$ cat src/design/cpuPkg.sv
`default_nettype none

package cpuPkg;

	// Machine word and register file geometry
	localparam int dataWidth = 16;
	localparam int regCount = 16;
	localparam int regIdxWidth = $clog2(regCount);
	localparam int opcodeWidth = 4;
	localparam int immWidth = 8;

	// Instruction field positions
	localparam int opcodeMsb = dataWidth - 1;
	localparam int opcodeLsb = dataWidth - opcodeWidth;
	localparam int dstMsb = opcodeLsb - 1;
	localparam int dstLsb = dstMsb - regIdxWidth + 1;
	localparam int srcMsb = dstLsb - 1;
	localparam int srcLsb = srcMsb - regIdxWidth + 1;
	localparam int immMsb = immWidth - 1;
	localparam int immLsb = 0;

	typedef enum logic [opcodeWidth-1:0] {
		ADD  = 4'h0,
		SUB  = 4'h1,
		AND  = 4'h2,
		OR   = 4'h3,
		XOR  = 4'h4,
		SHL  = 4'h5,
		SHR  = 4'h6,
		MOV  = 4'h7,
		LDI  = 4'h8,
		LD   = 4'h9,
		ST   = 4'hA,
		JMP  = 4'hB,
		JR   = 4'hC,
		JZ   = 4'hD,
		JC   = 4'hE,
		HALT = 4'hF
	} opcodeT;

	typedef enum logic [1:0] {
		FETCH,
		EXEC,
		MEMWR,
		HALTED
	} seqStateT;

	typedef enum logic [1:0] {
		INCR,
		IMMED,
		REGSRC
	} nextPcSelT;

	// Opcodes that produce an ALU result and update the flags
	function automatic logic isAluOp(opcodeT op);
		return op inside {ADD, SUB, AND, OR, XOR, SHL, SHR, MOV};
	endfunction

endpackage

`default_nettype wire

$ cat src/design/cpuCtrlIf.sv
`timescale 1ns/100ps
`default_nettype none

interface cpuCtrlIf;

	cpuPkg::opcodeT opcode;
	logic [cpuPkg::regIdxWidth-1:0] regDst;
	logic [cpuPkg::regIdxWidth-1:0] regSrc;
	logic regWe;
	logic memWe;
	logic immMode;
	logic indMode;
	cpuPkg::nextPcSelT nextPcSel;
	// Zero-extended immediate
	logic [cpuPkg::dataWidth-1:0] instrData;
	logic isHalt;

	modport decoder (
		output opcode, regDst, regSrc, regWe, memWe, immMode, indMode,
		output nextPcSel, instrData, isHalt
	);

	modport datapath (
		input opcode, regDst, regSrc, regWe, immMode, indMode, instrData
	);

	modport pc (
		input nextPcSel, instrData
	);

	modport seq (
		input memWe, isHalt
	);

endinterface

`default_nettype wire

$ cat src/design/instrDecoder.sv
`timescale 1ns/100ps
`default_nettype none

module instrDecoder (
	input logic clk,
	input logic rst,
	input logic [cpuPkg::dataWidth-1:0] instrData,
	input logic fetchStep,
	input logic cFlag,
	input logic zFlag,
	cpuCtrlIf.decoder ctrl
);

	logic [cpuPkg::dataWidth-1:0] instrReg;
	cpuPkg::opcodeT op;

	// Instruction register, loaded once per instruction in FETCH
	always_ff @(posedge clk or posedge rst) begin
		if (rst) begin
			instrReg <= '0;
		end else if (fetchStep) begin
			instrReg <= instrData;
		end
	end

	assign op = cpuPkg::opcodeT'(instrReg[cpuPkg::opcodeMsb:cpuPkg::opcodeLsb]);

	always_comb begin
		ctrl.opcode = op;
		ctrl.regDst = instrReg[cpuPkg::dstMsb:cpuPkg::dstLsb];
		ctrl.regSrc = instrReg[cpuPkg::srcMsb:cpuPkg::srcLsb];
		ctrl.instrData = {
			{(cpuPkg::dataWidth - cpuPkg::immWidth){1'b0}},
			instrReg[cpuPkg::immMsb:cpuPkg::immLsb]
		};

		// Write-back only for results that land in a register
		ctrl.regWe = cpuPkg::isAluOp(op) || (op == cpuPkg::LDI) || (op == cpuPkg::LD);
		ctrl.memWe = (op == cpuPkg::ST);
		ctrl.immMode = (op == cpuPkg::LDI);
		ctrl.indMode = (op == cpuPkg::LD);
		ctrl.isHalt = (op == cpuPkg::HALT);
	end

	// Next PC source, untaken branches fall through to INCR
	always_comb begin
		case (op)
			cpuPkg::JMP: begin
				ctrl.nextPcSel = cpuPkg::IMMED;
			end
			cpuPkg::JR: begin
				ctrl.nextPcSel = cpuPkg::REGSRC;
			end
			cpuPkg::JZ: begin
				ctrl.nextPcSel = zFlag ? cpuPkg::IMMED : cpuPkg::INCR;
			end
			cpuPkg::JC: begin
				ctrl.nextPcSel = cFlag ? cpuPkg::IMMED : cpuPkg::INCR;
			end
			default: begin
				ctrl.nextPcSel = cpuPkg::INCR;
			end
		endcase
	end

endmodule

`default_nettype wire

$ cat src/design/registerFile.sv
`timescale 1ns/100ps
`default_nettype none

module registerFile (
	input logic clk,
	input logic rst,
	cpuCtrlIf.datapath ctrl,
	input logic execStep,
	input logic [cpuPkg::dataWidth-1:0] aluOut,
	input logic [cpuPkg::dataWidth-1:0] memReadData,
	output logic [cpuPkg::dataWidth-1:0] dstData,
	output logic [cpuPkg::dataWidth-1:0] srcData
);

	logic [cpuPkg::dataWidth-1:0] regs [cpuPkg::regCount];
	logic [cpuPkg::dataWidth-1:0] writeData;

	// Write-back source: immediate, memory, or ALU
	always_comb begin
		if (ctrl.immMode) begin
			writeData = ctrl.instrData;
		end else if (ctrl.indMode) begin
			writeData = memReadData;
		end else begin
			writeData = aluOut;
		end
	end

	always_ff @(posedge clk or posedge rst) begin
		if (rst) begin
			for (int i = 0; i < cpuPkg::regCount; i++) begin
				regs[i] <= '0;
			end
		end else if (execStep && ctrl.regWe) begin
			regs[ctrl.regDst] <= writeData;
		end
	end

	assign dstData = regs[ctrl.regDst];
	assign srcData = regs[ctrl.regSrc];

endmodule

`default_nettype wire

$ cat src/design/alu.sv
`timescale 1ns/100ps
`default_nettype none

module alu (
	input logic clk,
	input logic rst,
	cpuCtrlIf.datapath ctrl,
	input logic execStep,
	input logic [cpuPkg::dataWidth-1:0] dstData,
	input logic [cpuPkg::dataWidth-1:0] srcData,
	output logic [cpuPkg::dataWidth-1:0] aluOut,
	output logic cFlag,
	output logic zFlag
);

	// Top bit carries the carry or borrow out
	logic [cpuPkg::dataWidth:0] wideResult;

	always_comb begin
		case (ctrl.opcode)
			cpuPkg::ADD: begin
				wideResult = {1'b0, dstData} + {1'b0, srcData};
			end
			// Bit 16 ends up set exactly when dst < src
			cpuPkg::SUB: begin
				wideResult = {1'b0, dstData} - {1'b0, srcData};
			end
			cpuPkg::AND: begin
				wideResult = {1'b0, dstData & srcData};
			end
			cpuPkg::OR: begin
				wideResult = {1'b0, dstData | srcData};
			end
			cpuPkg::XOR: begin
				wideResult = {1'b0, dstData ^ srcData};
			end
			cpuPkg::SHL: begin
				wideResult = {dstData[cpuPkg::dataWidth-1], dstData[cpuPkg::dataWidth-2:0], 1'b0};
			end
			cpuPkg::SHR: begin
				wideResult = {dstData[0], 1'b0, dstData[cpuPkg::dataWidth-1:1]};
			end
			cpuPkg::MOV: begin
				wideResult = {1'b0, srcData};
			end
			default: begin
				wideResult = {1'b0, dstData};
			end
		endcase
	end

	assign aluOut = wideResult[cpuPkg::dataWidth-1:0];

	// Flags hold until the next executed ALU instruction
	always_ff @(posedge clk or posedge rst) begin
		if (rst) begin
			cFlag <= 1'b0;
			zFlag <= 1'b0;
		end else if (execStep && cpuPkg::isAluOp(ctrl.opcode)) begin
			cFlag <= wideResult[cpuPkg::dataWidth];
			zFlag <= (aluOut == '0);
		end
	end

endmodule

`default_nettype wire

$ cat src/design/programCounter.sv
`timescale 1ns/100ps
`default_nettype none

module programCounter (
	input logic clk,
	input logic rst,
	cpuCtrlIf.pc ctrl,
	input logic pcStep,
	input logic [cpuPkg::dataWidth-1:0] srcData,
	output logic [cpuPkg::dataWidth-1:0] instrAddr
);

	logic [cpuPkg::dataWidth-1:0] nextPc;

	always_comb begin
		case (ctrl.nextPcSel)
			cpuPkg::IMMED: begin
				nextPc = ctrl.instrData;
			end
			cpuPkg::REGSRC: begin
				nextPc = srcData;
			end
			default: begin
				nextPc = instrAddr + 1'b1;
			end
		endcase
	end

	// Only moves at the last cycle of an instruction
	always_ff @(posedge clk or posedge rst) begin
		if (rst) begin
			instrAddr <= '0;
		end else if (pcStep) begin
			instrAddr <= nextPc;
		end
	end

endmodule

`default_nettype wire

$ cat src/design/controlSequencer.sv
`timescale 1ns/100ps
`default_nettype none

module controlSequencer (
	input logic clk,
	input logic rst,
	cpuCtrlIf.seq ctrl,
	output logic fetchStep,
	output logic execStep,
	output logic pcStep,
	output logic memWe,
	output logic halted
);

	cpuPkg::seqStateT state;
	cpuPkg::seqStateT nextState;

	always_comb begin
		case (state)
			cpuPkg::FETCH: begin
				nextState = cpuPkg::EXEC;
			end
			cpuPkg::EXEC: begin
				if (ctrl.memWe) begin
					nextState = cpuPkg::MEMWR;
				end else if (ctrl.isHalt) begin
					nextState = cpuPkg::HALTED;
				end else begin
					nextState = cpuPkg::FETCH;
				end
			end
			cpuPkg::MEMWR: begin
				nextState = cpuPkg::FETCH;
			end
			// Only reset leaves HALTED
			default: begin
				nextState = cpuPkg::HALTED;
			end
		endcase
	end

	always_ff @(posedge clk or posedge rst) begin
		if (rst) begin
			state <= cpuPkg::FETCH;
		end else begin
			state <= nextState;
		end
	end

	assign fetchStep = (state == cpuPkg::FETCH);
	assign execStep = (state == cpuPkg::EXEC);
	// Stores advance the PC after MEMWR, everything else after EXEC
	assign pcStep = ((state == cpuPkg::EXEC) && !ctrl.memWe) || (state == cpuPkg::MEMWR);
	assign memWe = (state == cpuPkg::MEMWR);
	assign halted = (state == cpuPkg::HALTED);

endmodule

`default_nettype wire

$ cat src/design/cpuCore.sv
`timescale 1ns/100ps
`default_nettype none

module cpuCore (
	input logic clk,
	input logic rst,
	output logic [cpuPkg::dataWidth-1:0] instrAddr,
	input logic [cpuPkg::dataWidth-1:0] instrData,
	output logic [cpuPkg::dataWidth-1:0] memAddr,
	output logic [cpuPkg::dataWidth-1:0] memWriteData,
	input logic [cpuPkg::dataWidth-1:0] memReadData,
	output logic memWe,
	output logic halted
);

	logic fetchStep;
	logic execStep;
	logic pcStep;
	logic cFlag;
	logic zFlag;
	logic [cpuPkg::dataWidth-1:0] dstData;
	logic [cpuPkg::dataWidth-1:0] srcData;
	logic [cpuPkg::dataWidth-1:0] aluOut;

	cpuCtrlIf ctrl ();

	instrDecoder iDecoder (
		.clk(clk),
		.rst(rst),
		.instrData(instrData),
		.fetchStep(fetchStep),
		.cFlag(cFlag),
		.zFlag(zFlag),
		.ctrl(ctrl.decoder)
	);

	registerFile iRegFile (
		.clk(clk),
		.rst(rst),
		.ctrl(ctrl.datapath),
		.execStep(execStep),
		.aluOut(aluOut),
		.memReadData(memReadData),
		.dstData(dstData),
		.srcData(srcData)
	);

	alu iAlu (
		.clk(clk),
		.rst(rst),
		.ctrl(ctrl.datapath),
		.execStep(execStep),
		.dstData(dstData),
		.srcData(srcData),
		.aluOut(aluOut),
		.cFlag(cFlag),
		.zFlag(zFlag)
	);

	programCounter iPc (
		.clk(clk),
		.rst(rst),
		.ctrl(ctrl.pc),
		.pcStep(pcStep),
		.srcData(srcData),
		.instrAddr(instrAddr)
	);

	controlSequencer iSeq (
		.clk(clk),
		.rst(rst),
		.ctrl(ctrl.seq),
		.fetchStep(fetchStep),
		.execStep(execStep),
		.pcStep(pcStep),
		.memWe(memWe),
		.halted(halted)
	);

	// ST addresses through dst, LD through src
	assign memAddr = ctrl.memWe ? dstData : srcData;
	assign memWriteData = srcData;

endmodule

`default_nettype wire

$ cat config.mk
export PLATFORM = sky130hd
export DESIGN_NAME = cpuCore
export DESIGN_NICKNAME = d
export VERILOG_FILES = /design/src/design/cpuPkg.sv /design/src/design/cpuCtrlIf.sv /design/src/design/instrDecoder.sv /design/src/design/registerFile.sv /design/src/design/alu.sv /design/src/design/programCounter.sv /design/src/design/controlSequencer.sv /design/src/design/cpuCore.sv
export SDC_FILE = /design/constraint.sdc
export NUM_CORES = 1
export LEC_CHECK = 0
export BUFFER_PORTS_ARGS = -buffer_cell sky130_fd_sc_hd__buf_4
export CAP_MARGIN = 20
export CORE_MARGIN = 2
export CORE_UTILIZATION = 55
export CTS_CLUSTER_DIAMETER = 80
export DETAILED_ROUTE_END_ITERATION = 7
export PLACE_DENSITY = 0.72
export SYNTH_ARGS = -nofsm -noshare
export SYNTH_HDL_FRONTEND = slang
export SYNTH_SLANG_ARGS = --single-unit
$ cat constraint.sdc
create_clock -name clk -period 13.2 [get_ports clk]
set_input_delay 2.64 -clock clk [delete_from_list [all_inputs] [get_ports clk]]
set_output_delay 2.64 -clock clk [all_outputs]
set_load 0.005 [all_outputs]
### Word-level counts from Yosys, hierarchy flattened

Cells that the tools add are included.

* register bits: 292
* bits in latches: 0
* RAM bits: 0
* bits in read-only memories: 0
* output and inout port bits: 50
* memories kept: 0

* add/sub/neg operators: 3
* $mul: 0
* div/mod/pow operators: 0
* order comparisons: 3
* eq/ne operators: 20
* shift-type cells: 0
* mux-type cells: 20
* bitwise operators: 5
* reductions and logical operators: 12

Operators with widths (number)
* 256-bit bitwise mux: 1
* 17-bit case mux with 8 select lines: 1
* 16-bit binary-select mux with 4-bit select: 2
* 16-bit 2-to-1 mux: 8
* 16-bit demux with 4-bit select: 1
* 4-bit equality test, second input constant: 8
* 16-bit case mux with 2 select lines: 1
* 16-bit by 16-bit adder with 17-bit output: 1
* 16-bit by 16-bit subtractor with 17-bit output: 1
* 16-bit by 1-bit adder with 16-bit output, second input constant: 1
* 16-bit AND: 1
* 4-bit by 3-bit equality test with 1-bit output, second input constant: 4
* 16-bit logical NOT: 1
* 16-bit OR: 1
* 16-bit bitwise XOR: 1
* 5-bit >= comparator, second input constant: 2
* 4-bit NOT with 5-bit output: 2
* 4-bit by 2-bit equality test with 1-bit output, second input constant: 2
* 2-bit case mux with 4 select lines: 1
* 8-bit nonzero test: 1
* 2-bit equality test, second input constant: 3
* 2-bit case mux with 3 select lines: 1
* 5-bit by 1-bit < comparator with 1-bit output, second input constant: 1
* 2-bit by 1-bit equality test with 1-bit output, second input constant: 2
* other kinds (8): 15

### Logic depth before layout (Yosys ltp)

* depth after elaboration: 9
* gate-level depth with buffers: 25

### Hierarchy

Synthesis repeated with hierarchy kept, for this count alone.

* cell total of the unflattened synthesis: 1554
* area total of the unflattened synthesis: 19195.9 µm²

By module, submodules not included
* registerFile: instances 1, cells each 903, area an instance 13770.7 µm², sequential area each 6406.1 µm²
* alu: instances 1, cells each 423, area an instance 3083.0 µm², sequential area each 50.0 µm²
* programCounter: instances 1, cells each 133, area an instance 1152.4 µm², sequential area each 400.4 µm²
* instrDecoder: instances 1, cells each 65, area an instance 829.5 µm², sequential area each 400.4 µm²
* cpuCore: instances 1, cells each 18, area an instance 249.0 µm², sequential area each 0.0 µm²
* controlSequencer: instances 1, cells each 12, area an instance 111.4 µm², sequential area each 50.0 µm²

### Least setup slack after synthesis

Ideal clock, no wire load.

* kind: register -> register
* from: register iDecoder.instrReg[4] in the netlist's numbering
* to: register iRegFile.regs[107] in the netlist's numbering
* library setup time: 0.125 ns
* data arrival time: 4.861 ns
* slack: 8.214 ns
* stages on the path, launching flop included: 23
* buffers on the path: 5
* period minus slack after synthesis: 4.986 ns
* path through: dfrtp_1 -> buf_6 -> buf_8 -> buf_12 -> buf_8 -> mux4_1 -> mux4_2 -> inv_2 -> ha_1 -> and3_1 -> nor2_1 -> xnor2_1 -> ha_1 -> o21ai_0 -> o21ba_2 -> a211oi_1 -> nor2_1 -> mux2_2 -> o32a_1 -> nand2_1 -> a21oi_1 -> clkbuf_1 -> mux2_2

* word-level cells in the longest chain between the ends: 9
* elaborated cells between the ends (all ways): 13
* classes of those cells: 2 x add/sub; 7 x mux; 4 x bitwise

Ends and longest elaborated chain
* from (decl): RTL line instrDecoder.sv:14 `logic [cpuPkg::dataWidth-1:0] instrReg;`
* from (signal assigned): RTL line instrDecoder.sv:22 `instrReg <= instrData;`
* 4-bit NOT with 5-bit output (not written as such) *: RTL line registerFile.sv:40 `assign srcData = regs[ctrl.regSrc];`
* 16-bit binary-select mux with 4-bit select *: RTL line registerFile.sv:40
* 16-bit 2-to-1 mux (not written as such) * (2 in series): RTL line registerFile.sv:40
* named net memWriteData (one bit): RTL line cpuCore.sv:10 `output logic [cpuPkg::dataWidth-1:0] memWriteData,`
* 16-bit by 16-bit subtractor with 17-bit output / 16-bit by 16-bit adder with 17-bit output (equally long branches): RTL line alu.sv:26, alu.sv:22
* 17-bit case mux with 8 select lines *: RTL line alu.sv:20 `case (ctrl.opcode)`
* 16-bit 2-to-1 mux *: RTL line registerFile.sv:22 `end else if (ctrl.indMode) begin`
* 16-bit 2-to-1 mux *: RTL line registerFile.sv:20 `if (ctrl.immMode) begin`
* 256-bit bitwise mux *: RTL line registerFile.sv:35 `regs[ctrl.regDst] <= writeData;`
* to (signal, indexed assignment): RTL line registerFile.sv:35
* to (decl): RTL line registerFile.sv:15 `logic [cpuPkg::dataWidth-1:0] regs [cpuPkg::regCount];`

Mark *: on every way through the listed nets, which the timed path passes. The rest lies on a longest branch. The select of a mux whose other input is x is not followed.
A chain may end at the register's enable or synchronous reset.

### Worst setup path in the final report

* from: register iDecoder.instrReg[4] in the netlist's numbering
* to: output memWriteData[14] in the netlist's numbering

* word-level cells in the longest chain between the ends: 4

Ends and longest elaborated chain (RTL line)
* 4-bit NOT with 5-bit output (not written as such): registerFile.sv:40
* 16-bit binary-select mux with 4-bit select: registerFile.sv:40
* 16-bit 2-to-1 mux (not written as such) (2 in series): registerFile.sv:40
* to (decl): cpuCore.sv:10

No other way between the ends. The select of a mux whose other input is x is not followed.

==> impl_metrics.env <==
export IMPL_yosys_area_top_type_share_pct=37.6
export IMPL_synthMuxAreaShare_pct=30.2
export IMPL_cts_max_path_buffers=3
export IMPL_hold_start="iRegFile.regs[8]"
export IMPL_postSynthRegisterBits=292
export IMPL_postRouteAntennaNets=0
export IMPL_worst_endpoint_arrival_ns=4.15
export IMPL_post_synth_and_or_nand_nor_area_fraction_pct=11.5
export IMPL_global_route_overflow_total=0
export IMPL_cpLargestDelayFamily="multiplexers"
export IMPL_worstRegToRegCells=18
export IMPL_die_w_um=192
export IMPL_clk_pin_slew_ns=0.06
export IMPL_r2r_start="iDecoder.instrReg[4]"
export IMPL_grt_first_pass_wirelength_mm=99.9
export IMPL_cts_resized_gates=0
export IMPL_timing_critical_path_buf_inv=3
export IMPL_n_fill_cell=2743
export IMPL_timing_critical_path_to_type="output pin"
export IMPL_initial_drt_markers=1945
export IMPL_number_of_nets_in_the_layout=1907
export IMPL_antenna_violations_before_repair=0
export IMPL_syn_area_um2=19400
export IMPL_share_of_synthesized_flip_flops_with_an_asynchronous_set_or_reset_pct=100
export IMPL_dr_pass1_iters=6
export IMPL_final_hold_viol_count=0
export IMPL_drt_wirelength_per_cell_um=28.8
export IMPL_min_delay_path_class="register to register"
export IMPL_worst_pin_slew_ns=1.14
export IMPL_post_cts_setup_buffer_count=0
export IMPL_finalCritPeriodShare_pct=51.4
export IMPL_setup_tns_final_ns=0
export IMPL_cp_common_cell="buf_4"
export IMPL_layout_drive_gt1_share_pct=31.3
export IMPL_io_pins=84
export IMPL_root_buffer="clkbuf_16"
export IMPL_synth_area_in_xor_xnor_pct=0.946
export IMPL_max_freq_mhz=147
export IMPL_number_of_input_and_output_port_buffers_inserted=83
export IMPL_clock_skew_ns=0.0244
export IMPL_yosys_area_top_type="dfrtp_1"
export IMPL_die_height_um=192
export IMPL_slowest_stage="mux2i_1"
export IMPL_num_clock_sinks=292
export IMPL_cell_count_after_synthesis=1777
export IMPL_core_area_um2=34700
export IMPL_layout_common_cells="dfrtp_1 (285), nand2_1 (274), mux2_2 (227)"
export IMPL_timing_critical_path_to="memWriteData[14]"
export IMPL_timing_critical_path_cells="buf_4 > mux4_2 > mux2_2 > mux2i_1 > inv_1 > buf_4"
export IMPL_syn_avg_cell_area_um2=10.9
export IMPL_crit_path_start_kind="register"
export IMPL_vias=16000
export IMPL_dominant_combinational_cell_family_by_area_after_synthesis="multiplexers"
export IMPL_initial_utilization_pct=56.0
export IMPL_post_placement_worst_setup_slack_ns=6.59
export IMPL_drv_max_cap_violation_count=0
export IMPL_total_routed_length_mm=66.1
export IMPL_worstSkewPairLatency_ns=0.53
export IMPL_synth_yosys_seq_area_share_pct=37.6
export IMPL_leading_cell_type_in_the_layout_fill_and_taps_excluded="dfrtp_1"
export IMPL_status="finished clean"
export IMPL_cp_depth=6
export IMPL_fin_ws_ns=6.41
export IMPL_period_minus_slack_ns=6.79
export IMPL_max_stage_delay_ns=0.80
export IMPL_grt_total_usage_pct=36.6
export IMPL_synth_flop_cell="dfrtp_1"
export IMPL_drc=0
export IMPL_cell_rows=68
export IMPL_syn_num_nets=1864
export IMPL_path_max_fanout=47
export IMPL_rsz0062_at_grt="false"
export IMPL_reg2reg_setup_slack_ns=6.45
export IMPL_synth_fa_ha_area_share_pct=3.45
export IMPL_cts_made_buffers=34
export IMPL_critical_path_startpoint="iDecoder.instrReg[4]"
export IMPL_cts_hold_buf=0
export IMPL_synth_compound_area_share_pct=11.5
export IMPL_floorplan_die_area_um2=36900
export IMPL_cp_required_ns=10.56
export IMPL_synth_lib_cells_used_distinct=88
export IMPL_ys_warn_count=0
export IMPL_hpwlAfterDp_mm=45.4
export IMPL_first_global_vias=15700
export IMPL_relSlewSlack_pct=23.3
export IMPL_pin_count_of_the_biggest_net_entering_global_routing=145
export IMPL_r2r_end="iRegFile.regs[142]"
export IMPL_finalMaxSlewViolations=0
export IMPL_route_detailed_vias_per_inst=6.98
export IMPL_area_growth_syn_to_layout_pct=10.4
export IMPL_finalSetupViolations=0
export IMPL_tritoncts="yes"
export IMPL_path_class="register to output pin"
export IMPL_synth_enable_flop_cells=0
export IMPL_cts_htree_levels=2
export IMPL_synthTopCellsByArea="dfrtp_1 (38%), mux2_2 (13%), mux4_2 (13%)"
export IMPL_gpl_congestion=1.04
[logic make-up (layout without fill, tap and decap cells)]
family | count (synthesis) | after routing
multiplexers | 400 | 400
flip-flops | 292 | 292
other | 0 | 1
AND/OR/NAND/NOR | 497 | 497
adder cells (fa/ha/maj) | 53 | 53
AO/OA/AOI/OAI | 333 | 333
XOR/XNOR | 21 | 21
buffers and inverters | 181 | 245
[worst register-to-register path: stages (launching register included)]
cell	delay (ns)
dfrtp_4	0.58
buf_4	0.78
mux4_1	0.73
mux4_2	0.63
nor3_1	0.28
nand3_1	0.22
nor2_1	0.17
a21oi_1	0.10
xnor2_1	0.18
ha_1	0.36
nor2_1	0.07
a21oi_1	0.17
a41oi_1	0.26
o31ai_1	0.55
xnor2_1	0.12
o21ai_1	0.17
nor2_1	0.07
nor3_2	0.90
mux2_2	0.34
[Yosys cell counts, types with 16 or more instances]
master,instances
buf_2,39
nor3_1,16
dfrtp_1,292
a221oi_1,24
nor2_1,83
o21ai_0,63
clkbuf_1,51
a21oi_1,77
mux2i_1,48
ha_1,52
mux4_2,111
nand3_1,28
and3_1,18
a22oi_1,24
o21ai_1,22
buf_4,19
nand2_1,274
mux2_2,227
inv_1,42
xnor2_1,18
[registers in the layout (all words and copies together) (netlist names)]
register and count:
iDecoder.instrReg 16, iAlu.cFlag 1, iRegFile.regs 256, iAlu.zFlag 1, iSeq.state 2, iPc.instrAddr 16
[worst min-delay path by stage]
| stage | end | slack [ns] | cells past startpoint |
|---|---|---|---|
| after floorplan | iRegFile.regs[128] | 0.45 | 2 |
| after global placement | iRegFile.regs[143] | 0.47 | 2 |
| after detailed placement | iRegFile.regs[96] | 0.49 | 2 |
| after CTS | iRegFile.regs[8] | 0.50 | 2 |
| after global routing | iRegFile.regs[64] | 0.52 | 2 |
| final | iRegFile.regs[8] | 0.50 | 2 |
[stage by stage]
stage               cells  hold WS [ns]  utilization [%]  cell area [um2]
floorplan            1777         0.455                -            19400
global placement     2230         0.475             58.4            20300
detailed placement   2232         0.486             58.5            20300
CTS                  2289         0.502             61.6            21400
global route         2296         0.520             61.9            21500
finish               2297         0.502             61.9            21500
[layer usage]
layer,vias up,track usage [%],part of all wire [%]
met5,-,0,0
met4,0,17.9,5.9
met3,280,9.56,12
met2,1106,56.4,45
met1,7945,48.4,37
li1,6702,-,-
[cell type report]
cell class	count	area, um2	share of cell area (%)
Clock buffer	53	1060	4.92
Tap cell	455	569	2.65
Sequential cell	292	7320	34.1
Timing Repair Buffer	140	1080	5.03
Multi-Input combinational cell	1304	11200	52.3
Clock inverter	4	30.0	0.140
Antenna cell	1	2.50	0.0117
Inverter	48	188	0.874
Power is not shown: default switching activity piles up to over one toggle a cycle in this logic, so the estimate is an artifact.
